**src/include/cpu_params.svh**
```systemverilog
`ifndef CPU_PARAMS_SVH
`define CPU_PARAMS_SVH

// primary opcode field values
`define OP_RTYPE    6'h00
`define OP_J        6'h02
`define OP_JAL      6'h03
`define OP_BEQ      6'h04
`define OP_ORI      6'h0d
`define OP_LUI      6'h0f
// signed half-word load
`define OP_LH       6'h21
`define OP_LW       6'h23
`define OP_SW       6'h2b

// funct values under the r-type opcode
`define FN_SLL      6'h00
`define FN_JR       6'h08
`define FN_ADD      6'h20
`define FN_ADDU     6'h21
`define FN_SUB      6'h22
`define FN_SUBU     6'h23

// instruction field positions
`define FIELD_OPT_HI    31
`define FIELD_OPT_LO    26
`define FIELD_FUNCT_HI  5
`define FIELD_FUNCT_LO  0
// low bit of each 5-bit register field
`define FIELD_RS        21
`define FIELD_RT        16
`define FIELD_RD        11

// link register for jal
`define REG_RA      5'd31

`endif

```
**src/logic/cpu_pkg.sv**
```systemverilog
package cpu_pkg;

    // raw instruction word
    typedef logic [31:0] instr_t;
    // register file index
    typedef logic [4:0]  reg_idx_t;

    // cycles until result is ready, 0 means now
    typedef logic [1:0]  tnew_t;
    // cycles until operand is needed, 3 means never
    typedef logic [1:0]  tuse_t;

    // 0 pc+4, 1 branch target, 2 jr, 3 jump
    typedef logic [1:0]  npc_sel_t;
    // 0 unsigned, 1 signed, 2 to-high
    typedef logic [1:0]  ext_op_t;
    // 0 add, 1 sub, 2 or, 3 shift left
    typedef logic [1:0]  alu_op_t;
    // 0 alu result, 1 memory read, 2 immediate, 3 pc+4
    typedef logic [1:0]  regw_src_t;
    // 0 word, 1 signed half
    typedef logic [1:0]  width_t;
    // 0 register file, 1 execute, 2 memory, 3 writeback
    typedef logic [1:0]  fwd_sel_t;

    // decoded control bundle for one instruction
    typedef struct packed {
        npc_sel_t  npc_sel;
        logic      is_branch;
        ext_op_t   ext_op;
        alu_op_t   alu_op;
        logic      alu_src_shamt;
        logic      alu_src_imm;
        logic      mem_write;
        width_t    mem_width;
        logic      reg_write;
        regw_src_t regw_src;
        reg_idx_t  regw_dst;
        tnew_t     tnew;
        tuse_t     rs_tuse;
        tuse_t     rt_tuse;
        reg_idx_t  rs;
        reg_idx_t  rt;
    } ctrl_t;

    // occupancy record for one downstream stage
    typedef struct packed {
        logic     valid;
        logic     reg_write;
        reg_idx_t dst;
        tnew_t    tnew;
    } stage_entry_t;

endpackage

```
**src/logic/control_decoder.sv**
```systemverilog
`timescale 1ns/1ns
`include "cpu_params.svh"

module control_decoder import cpu_pkg::*; (
    input  instr_t instr,
    output ctrl_t  ctrl
);

    logic [5:0] opt;
    logic [5:0] funct;
    reg_idx_t   rs_f;
    reg_idx_t   rt_f;
    reg_idx_t   rd_f;

    // one-hot instruction flags
    logic is_r;
    logic i_add;
    logic i_sub;
    logic i_sll;
    logic i_jr;
    logic i_ori;
    logic i_lui;
    logic i_lw;
    logic i_lh;
    logic i_sw;
    logic i_beq;
    logic i_j;
    logic i_jal;

    // class groupings
    logic cal_r;
    logic load;
    logic writes;

    assign opt   = instr[`FIELD_OPT_HI:`FIELD_OPT_LO];
    assign funct = instr[`FIELD_FUNCT_HI:`FIELD_FUNCT_LO];
    assign rs_f  = instr[`FIELD_RS +: 5];
    assign rt_f  = instr[`FIELD_RT +: 5];
    assign rd_f  = instr[`FIELD_RD +: 5];

    assign is_r  = (opt == `OP_RTYPE);
    // signed and unsigned variants share a datapath
    assign i_add = is_r && (funct == `FN_ADD || funct == `FN_ADDU);
    assign i_sub = is_r && (funct == `FN_SUB || funct == `FN_SUBU);
    assign i_sll = is_r && (funct == `FN_SLL);
    assign i_jr  = is_r && (funct == `FN_JR);
    assign i_ori = (opt == `OP_ORI);
    assign i_lui = (opt == `OP_LUI);
    assign i_lw  = (opt == `OP_LW);
    assign i_lh  = (opt == `OP_LH);
    assign i_sw  = (opt == `OP_SW);
    assign i_beq = (opt == `OP_BEQ);
    assign i_j   = (opt == `OP_J);
    assign i_jal = (opt == `OP_JAL);

    assign cal_r  = i_add || i_sub || i_sll;
    assign load   = i_lw || i_lh;
    assign writes = cal_r || i_ori || i_lui || load || i_jal;

    always_comb begin
        // next pc select
        if (i_beq)
            ctrl.npc_sel = 2'd1;
        else if (i_jr)
            ctrl.npc_sel = 2'd2;
        else if (i_j || i_jal)
            ctrl.npc_sel = 2'd3;
        else
            ctrl.npc_sel = 2'd0;
        ctrl.is_branch = i_beq || i_j || i_jal || i_jr;

        // offsets sign extend, lui goes to upper half
        if (i_lui)
            ctrl.ext_op = 2'd2;
        else if (load || i_sw || i_beq)
            ctrl.ext_op = 2'd1;
        else
            ctrl.ext_op = 2'd0;

        // alu op, address calc defaults to add
        if (i_sll)
            ctrl.alu_op = 2'd3;
        else if (i_ori)
            ctrl.alu_op = 2'd2;
        else if (i_sub)
            ctrl.alu_op = 2'd1;
        else
            ctrl.alu_op = 2'd0;
        ctrl.alu_src_shamt = i_sll;
        ctrl.alu_src_imm   = i_ori || load || i_sw;

        // memory side
        ctrl.mem_write = i_sw;
        ctrl.mem_width = i_lh ? 2'd1 : 2'd0;

        // writeback source
        ctrl.reg_write = writes;
        if (i_jal)
            ctrl.regw_src = 2'd3;
        else if (i_lui)
            ctrl.regw_src = 2'd2;
        else if (load)
            ctrl.regw_src = 2'd1;
        else
            ctrl.regw_src = 2'd0;

        // destination resolved here, zero when nothing is written
        if (!writes)
            ctrl.regw_dst = '0;
        else if (i_jal)
            ctrl.regw_dst = `REG_RA;
        else if (cal_r)
            ctrl.regw_dst = rd_f;
        else
            ctrl.regw_dst = rt_f;

        // result-ready time
        if (load)
            ctrl.tnew = 2'd2;
        else if (cal_r || i_ori)
            ctrl.tnew = 2'd1;
        else
            ctrl.tnew = 2'd0;

        // rs use time, branch compare and jr read at decode
        if (i_beq || i_jr)
            ctrl.rs_tuse = 2'd0;
        else if (cal_r || i_ori || load || i_sw)
            ctrl.rs_tuse = 2'd1;
        else
            ctrl.rs_tuse = 2'd3;

        // rt use time, sw store data only needed in memory
        if (i_beq)
            ctrl.rt_tuse = 2'd0;
        else if (cal_r)
            ctrl.rt_tuse = 2'd1;
        else if (i_sw)
            ctrl.rt_tuse = 2'd2;
        else
            ctrl.rt_tuse = 2'd3;

        ctrl.rs = rs_f;
        ctrl.rt = rt_f;
    end

endmodule

```
**src/logic/pipeline_tracker.sv**
```systemverilog
`timescale 1ns/1ns

module pipeline_tracker import cpu_pkg::*; (
    input  logic         clk,
    input  logic         rst_n,
    input  logic         instr_valid,
    input  logic         stall,
    input  ctrl_t        ctrl,
    output stage_entry_t ex_entry,
    output stage_entry_t mem_entry,
    output stage_entry_t wb_entry
);

    logic         accept;
    stage_entry_t dec_entry;
    stage_entry_t ex_next;
    stage_entry_t mem_next;
    stage_entry_t wb_next;

    // decode advances only on a valid, unstalled cycle
    assign accept = instr_valid && !stall;

    always_comb begin
        // entry built from the current decode
        dec_entry.valid     = 1'b1;
        dec_entry.reg_write = ctrl.reg_write;
        dec_entry.dst       = ctrl.regw_dst;
        dec_entry.tnew      = ctrl.tnew;

        // bubble into execute when decode holds
        ex_next = accept ? dec_entry : '0;

        // one cycle closer to ready
        mem_next = ex_entry;
        if (ex_entry.tnew != 2'd0)
            mem_next.tnew = ex_entry.tnew - 2'd1;

        // everything in writeback is ready
        wb_next      = mem_entry;
        wb_next.tnew = 2'd0;
    end

    always_ff @(posedge clk) begin
        if (!rst_n) begin
            ex_entry  <= '0;
            mem_entry <= '0;
            wb_entry  <= '0;
        end else begin
            // chain always shifts, no internal hold
            ex_entry  <= ex_next;
            mem_entry <= mem_next;
            wb_entry  <= wb_next;
        end
    end

endmodule

```
**src/logic/hazard_resolver.sv**
```systemverilog
`timescale 1ns/1ns

module hazard_resolver import cpu_pkg::*; (
    input  ctrl_t        ctrl,
    input  stage_entry_t ex_entry,
    input  stage_entry_t mem_entry,
    input  stage_entry_t wb_entry,
    output logic         stall,
    output fwd_sel_t     fwd_rs,
    output fwd_sel_t     fwd_rt
);

    logic rs_stall;
    logic rt_stall;

    // live writer of src in this stage, r0 excluded
    function automatic logic hits(input stage_entry_t e, input reg_idx_t src);
        hits = e.valid && e.reg_write && (e.dst == src) && (src != '0);
    endfunction

    // returns {stall, select} for one source operand
    function automatic logic [2:0] resolve(
        input reg_idx_t     src,
        input tuse_t        tuse,
        input stage_entry_t ex_e,
        input stage_entry_t mem_e,
        input stage_entry_t wb_e
    );
        logic     found;
        tnew_t    t;
        fwd_sel_t sel;
        begin
            found = 1'b0;
            t     = 2'd0;
            sel   = 2'd0;
            // operand never read
            if (tuse != 2'd3) begin
                // youngest producer wins
                if (hits(ex_e, src)) begin
                    found = 1'b1;
                    t     = ex_e.tnew;
                    sel   = 2'd1;
                end else if (hits(mem_e, src)) begin
                    found = 1'b1;
                    t     = mem_e.tnew;
                    sel   = 2'd2;
                end else if (hits(wb_e, src)) begin
                    found = 1'b1;
                    t     = wb_e.tnew;
                    sel   = 2'd3;
                end
            end
            // result arrives too late
            if (found && (t > tuse))
                resolve = {1'b1, 2'd0};
            else
                resolve = {1'b0, sel};
        end
    endfunction

    assign {rs_stall, fwd_rs} = resolve(ctrl.rs, ctrl.rs_tuse, ex_entry, mem_entry, wb_entry);
    assign {rt_stall, fwd_rt} = resolve(ctrl.rt, ctrl.rt_tuse, ex_entry, mem_entry, wb_entry);

    // either operand holds decode
    assign stall = rs_stall || rt_stall;

endmodule

```
**src/logic/decode_hazard_top.sv**
```systemverilog
`timescale 1ns/1ns

module decode_hazard_top import cpu_pkg::*; (
    input  logic     clk,
    input  logic     rst_n,
    input  logic     instr_valid,
    input  instr_t   instr,
    output ctrl_t    ctrl,
    output logic     stall,
    output fwd_sel_t fwd_rs,
    output fwd_sel_t fwd_rt
);

    // tracked downstream stages
    stage_entry_t ex_entry;
    stage_entry_t mem_entry;
    stage_entry_t wb_entry;

    // instruction word to control bundle
    control_decoder u_decoder (
        .instr (instr),
        .ctrl  (ctrl)
    );

    // stall feeds back so held decode injects a bubble
    pipeline_tracker u_tracker (
        .clk         (clk),
        .rst_n       (rst_n),
        .instr_valid (instr_valid),
        .stall       (stall),
        .ctrl        (ctrl),
        .ex_entry    (ex_entry),
        .mem_entry   (mem_entry),
        .wb_entry    (wb_entry)
    );

    // tuse against tracked tnew
    hazard_resolver u_resolver (
        .ctrl      (ctrl),
        .ex_entry  (ex_entry),
        .mem_entry (mem_entry),
        .wb_entry  (wb_entry),
        .stall     (stall),
        .fwd_rs    (fwd_rs),
        .fwd_rt    (fwd_rt)
    );

endmodule

```
**config.mk**
```make
export PLATFORM = sky130hd
export DESIGN_NAME = decode_hazard_top
export DESIGN_NICKNAME = d
export VERILOG_FILES = /design/src/logic/cpu_pkg.sv /design/src/logic/control_decoder.sv /design/src/logic/pipeline_tracker.sv /design/src/logic/hazard_resolver.sv /design/src/logic/decode_hazard_top.sv
export VERILOG_INCLUDE_DIRS = /design/src /design/src/include
export SDC_FILE = /design/constraint.sdc
export NUM_CORES = 1
export LEC_CHECK = 0
export BUFFER_PORTS_ARGS = -buffer_cell sky130_fd_sc_hd__buf_2
export CELL_PAD_IN_SITES_DETAIL_PLACEMENT = 1
export CELL_PAD_IN_SITES_GLOBAL_PLACEMENT = 1
export CORE_ASPECT_RATIO = 1.1
export CORE_MARGIN = 5
export CORE_UTILIZATION = 27
export DETAILED_ROUTE_END_ITERATION = 7
export PLACE_DENSITY = 0.73
export SLEW_MARGIN = 20
export SYNTH_ARGS = -nofsm -noshare
export SYNTH_HDL_FRONTEND = slang
export SYNTH_SLANG_ARGS = --single-unit
```
**constraint.sdc**
```tcl
create_clock -name clk -period 2.9 [get_ports clk]
set_clock_uncertainty 0.05 [all_clocks]
set_input_delay 0.145 -clock clk [delete_from_list [all_inputs] [get_ports clk]]
set_output_delay 0.145 -clock clk [all_outputs]
set_load 0.05 [all_outputs]
```
; ---- Yosys cells after proc, flatten, opt, wreduce, memory -nomap -nowiden
; Cells that the tools add are included.
[word_totals]
ff_bits = 25
latchBits = 0
ramBits = 0
romBits = 0
input_bits = 35
elab_cells = 133
mem_count = 0
[op_classes]
addsub = 1
mul = 0
div = 0
magnitude_cmp = 2
eq_ne = 21
shift = 0
n_mux = 48
bitwise_logic = 0
n_reduce_logical = 50
[op_table]
columns = cell, count
row1 = 2-bit 2-to-1 mux, 28
row2 = 6-bit equality test (second input constant), 7
row3 = 5-bit equality test, 6
row4 = 1-bit logical AND, 22
row5 = 1-bit logical OR, 21
row6 = 6-bit by 4-bit equality test with 1-bit output (second input constant), 3
row7 = 5-bit 2-to-1 mux, 3
row8 = 1-bit 2-to-1 mux, 14
row9 = 6-bit by 2-bit equality test with 1-bit output (second input constant), 2
row10 = 6-bit zero test, 2
row11 = 5-bit nonzero test, 2
row12 = 9-bit 2-to-1 mux, 1
row13 = 6-bit by 3-bit equality test with 1-bit output (second input constant), 1
row14 = 3-bit 2-to-1 mux, 2
row15 = 2-bit greater-than comparator, 2
row16 = 2-bit inequality test (second input constant), 2
row17 = 2-bit AND reduction, 1
row18 = 2-bit nonzero test, 1
row19 = 2-bit by 1-bit subtractor with 2-bit output (second input constant), 1
row20 = 1-bit zero test, 1

; ---- Longest topological paths before layout
[depth]
ltp_word = 19
mapped_depth = 14

; ---- By module
; From an unflattened synthesis, not the netlist that was laid out.
[unflattened]
cells_unflattened = 232
area_unflattened_um2 = 1998.2
[modules_own_cells]
columns = module, n_inst, cells_per_inst, area_each_um2, seq_area_each_um2
row1 = pipeline_tracker, 1, 62, 794.5, 500.5
row2 = hazard_resolver, 1, 95, 698.2, 0.0
row3 = control_decoder, 1, 75, 505.5, 0.0

; ---- Worst setup path before layout
; No wires, ideal clock.
[synth_timing]
kind = input to output
from = in instr[29]
to = out fwd_rs[1]
arrival_time_ps = 4232
required_time_ps = 2705
path_slack_ps = -1527
cell_stages = 10
path_buffers = 1
cell_sequence = buf_2 -> nor2b_1 -> mux2_2 -> and3_1 -> nor3_2 -> inv_1 -> ha_1 -> a21oi_1 -> a21oi_1 -> nor4_1
[synth_lines]
columns = item, line
row1 = from (decl), decode_hazard_top.sv:7  ; input instr_t instr,
row2 = to (decl), decode_hazard_top.sv:10  ; output fwd_sel_t fwd_rs,

; ---- Worst setup path after layout
[layout_timing]
from = reg, netlist name u_tracker.ex_entry[2]
to = out fwd_rs[0]
[layout_between]
elab_chain_cells = 8
[layout_rtl]
columns = item, line
row1 = 5-bit equality test *, hazard_resolver.sv:18  ; hits = e.valid && e.reg_write && (e.dst == src) && (src != '0);
row2 = 1-bit logical AND * (2 in a row), hazard_resolver.sv:18
row3 = 2-bit 2-to-1 mux, hazard_resolver.sv:39  ; if (hits(ex_e, src)) begin
row4 = 2-bit 2-to-1 mux, hazard_resolver.sv:37  ; if (tuse != 2'd3) begin
row5 = 2-bit greater-than comparator, hazard_resolver.sv:54  ; if (found && (t > tuse))
row6 = 1-bit logical AND, hazard_resolver.sv:54
row7 = 3-bit 2-to-1 mux *, hazard_resolver.sv:54
; Every way passes the cells marked *; elsewhere a longest branch is shown, timed or not.

==> metrics.cfg <==
[synth]
synth_top_family_by_area=simple AND/OR/NAND/NOR gates
synth_fa_ha_area_share_pct=2.54
syn_area_per_cell_sq_um=8.31
synth_top_area_share_pct=25.4
synth_compound_area_share_pct=11.2
yosys.area_share.simple_pct=32.3
synth_area_sq_mm=0.00197
synth_mux_area_share_pct=3.62
synthFlopType=dfxtp_1
synthCells=237
synth_seq_cells=25
yosysTopAreaCell=dfxtp_1
ys_async_sr_fraction_pct=0
synth_cell_types=47
synthTopCellsByArea=dfxtp_1 (25%), xnor2_1 (13%), buf_4 (7.2%), and2_1 (4.8%), a21oi_1 (3.0%)
ys_seq_area_share_pct=25.4
synth_edf_count=0
synth_xor_area_share_pct=13.8
yosys_warnings=0
synthesis.nets=276

[worst_hold_path]
min_to=u_tracker.mem_entry[1]$_SDFF_PN0_
min_path_cells=3
hold_start=rst_n
hp-class=in2reg

[status]
violations=negative setup slack
status=finished with violations

[power]
p_leak_nw=1.24
power.density_mw_per_mm2=273
vdd.ir_drop.worst_mv=0.143

[clock_network]
insertion_delay_ps=270
htreeDepth=1
cts_made_buffers=3
cts_tree=built
cts_buffer_depth=2
cts.reportedPaths.clkPinSlew_ps=100
clock-sinks=25
cts-root-buf=clkbuf_8

[timing]
period_needed_ps=3030
layout_setup_ws_ps=-130
max_slew.worst_pin.slew_ps=625
rsz0062_at_grt=yes
finalMaxSlewViolations=0
finalHoldViolCount=0
max_freq_ghz=0.330
setup_tns_ps=-187
fin_crit_sh_pct=104
slew_headroom_pct=58.0
setup_violations=2

[finish]
layout_commonest_cell=buf_2
layoutNonFillerInstCount=410
multiInputGateArea_sq_mm=0.00148
area_growth_pct=46.1
layout.nets=365
regArea_sq_um=513
num_antenna_cells=0
layout-drive-gt1-share_pct=52.0
nFillCells=862
utilization_pct=40.8
mostFrequentLayoutCells=buf_2 (64), buf_4 (40), xnor2_1 (22), dfxtp_1 (17), and2_1 (15)

[setup_path]
regToRegSetupSlack_ps=170
end_kind=output pin
cp.required_ps=2710
critPathMaxFanout=4
cp_common_cell=a21oi_2
cp_cell_sequence=xnor2_1, nand4_1, nor3_4, nor2b_4, a22oi_2, nor2_2, ha_4, a21oi_2, a21oi_2, inv_1, or3_4, o211a_4, buf_8
cp-start-kind=flop
rr_worst_depth=13
critPathKind=reg2out
slowest_delay_ps=420
crit_arrival_ps=2840
crit_slowest_cell=or3_4
rr_endpoint=u_tracker.ex_entry[3]$_SDFF_PN0_
rr_startpoint=u_tracker.ex_entry[2]$_SDFF_PN0_

[grt]
grt_pass1_wl_mm=10.2
grt_pass1_vias=2173
antenna_found_initial=0
grt_usage_pct=13.7
grt_max_degree=17
globalRouteOverflowTotal=0

[floorplanning]
core-area_sq_mm=0.00705
dieArea_sq_mm=0.00910
ioPinCount=76
rows=32
start_util_pct=27.9
die_h_microns=99.6
die_w_microns=91.4

[route]
drtAntennaViolNets=0
dr_total_vias=1987
drt_wl_total_mm=6.58
post_drt_wl_per_cell_microns=16.1
drc_errors=0
firstDrtPassIters=3
drt_iter0_markers=37
vias_per_cell=4.85

[run]
cap_violations=0

[placement]
numPortBuffers=69
dp_hpwl_mm=5.27
gp_congestion=0.840
placedCellCount=395

[logic make-up (layout without fill, tap and decap cells)]
logic type | after synthesis | count (layout)
muxes | 7 | 7
other | 1 | 1
DFF | 25 | 25
adders and majority gates | 4 | 4
AOI/OAI and AO/OA | 29 | 29
and+or+nand+nor | 103 | 103
buffers and inverters | 37 | 125
xor gates and xnor gates | 31 | 31
[through the flow]
step           area, sq um  setup slack [ps]  hold WS [ps]  total power, mW
2_1_floorplan         2080              -252           222            0.501
3_3_place_gp          2560             -57.3           385            0.562
3_5_place_dp          2560              -101           391            0.566
4_1_cts               2730              -218           211            0.781
5_1_grt               2880              -258           235            0.818
6_report              2880              -130           210            0.785
[area by class of cell]
cell class | count | share of cell area (%)
Clock buffer | 3 | 1.43
Clock inverter | 1 | 0.261
Tap cell | 85 | 3.70
Inverter | 12 | 1.57
Sequential cell | 25 | 17.8
Multi-Input combinational cell | 175 | 51.4
Timing Repair Buffer | 109 | 23.8
[per-layer routing]
layer	global-route usage (%)	up-vias	wire [microns]
met5	0	-	0
met4	4.40	0	93
met2	25.7	51	3600
met1	15.3	949	2590
met3	2.42	8	294
li1	-	979	-
[Yosys cell counts (all sizes together) (3+ instances only)]
cell type  instances
clkbuf             3
nor2b              8
inv               12
and4               6
ha                 4
and3               4
nand3              6
buf               22
nor3              11
nand2             13
or4                3
mux2i              6
xnor2             29
nand4              7
nor4               5
dfxtp             25
a21oi             12
and2              15
nor2              16
a31oi              3
[critical path, delay by kind of cell (launching register included)]
family	cells	cell delay [ps]
XOR/XNOR	1	170
adder cells (fa/ha/maj)	1	280
flip-flops	1	340
buffers and inverters	2	220
AND/OR/NAND/NOR	5	1070
AO/OA/AOI/OAI	4	490
[repair_timing]
item / in CTS / in global routing
hold buffers: 0 / 0
buffers inserted: 6 / 5
resized for setup: 21 / 25
pin swaps: 8 / 18
endpoints found under the setup margin: 5 / 14
[worst max-delay path by stage]
stage                                            startpoint        end
after floorplan                                   instr[28]  fwd_rs[0]
after global placement                            instr[21]  fwd_rs[0]
after detailed placement                          instr[21]  fwd_rs[0]
after CTS                 u_tracker.mem_entry[2]$_SDFF_PN0_  fwd_rs[0]
after global routing       u_tracker.ex_entry[2]$_SDFF_PN0_  fwd_rs[0]
final                      u_tracker.ex_entry[2]$_SDFF_PN0_  fwd_rs[0]
[flip-flops by register name, indices dropped and copies added, names as in the netlist]
signal	cells
u_tracker.ex_entry	9
u_tracker.mem_entry	9
u_tracker.wb_entry	7
[power by group]
| group | leakage (nW) | switching (mW) | internal (mW) |
|---|---|---|---|
| Combinational | 1.02 | 0.138 | 0.0797 |
| Clock | 0.0217 | 0.121 | 0.0974 |
| Sequential | 0.206 | 0.00253 | 0.346 |
No activity file was read; power rests on OpenSTA's default activity.
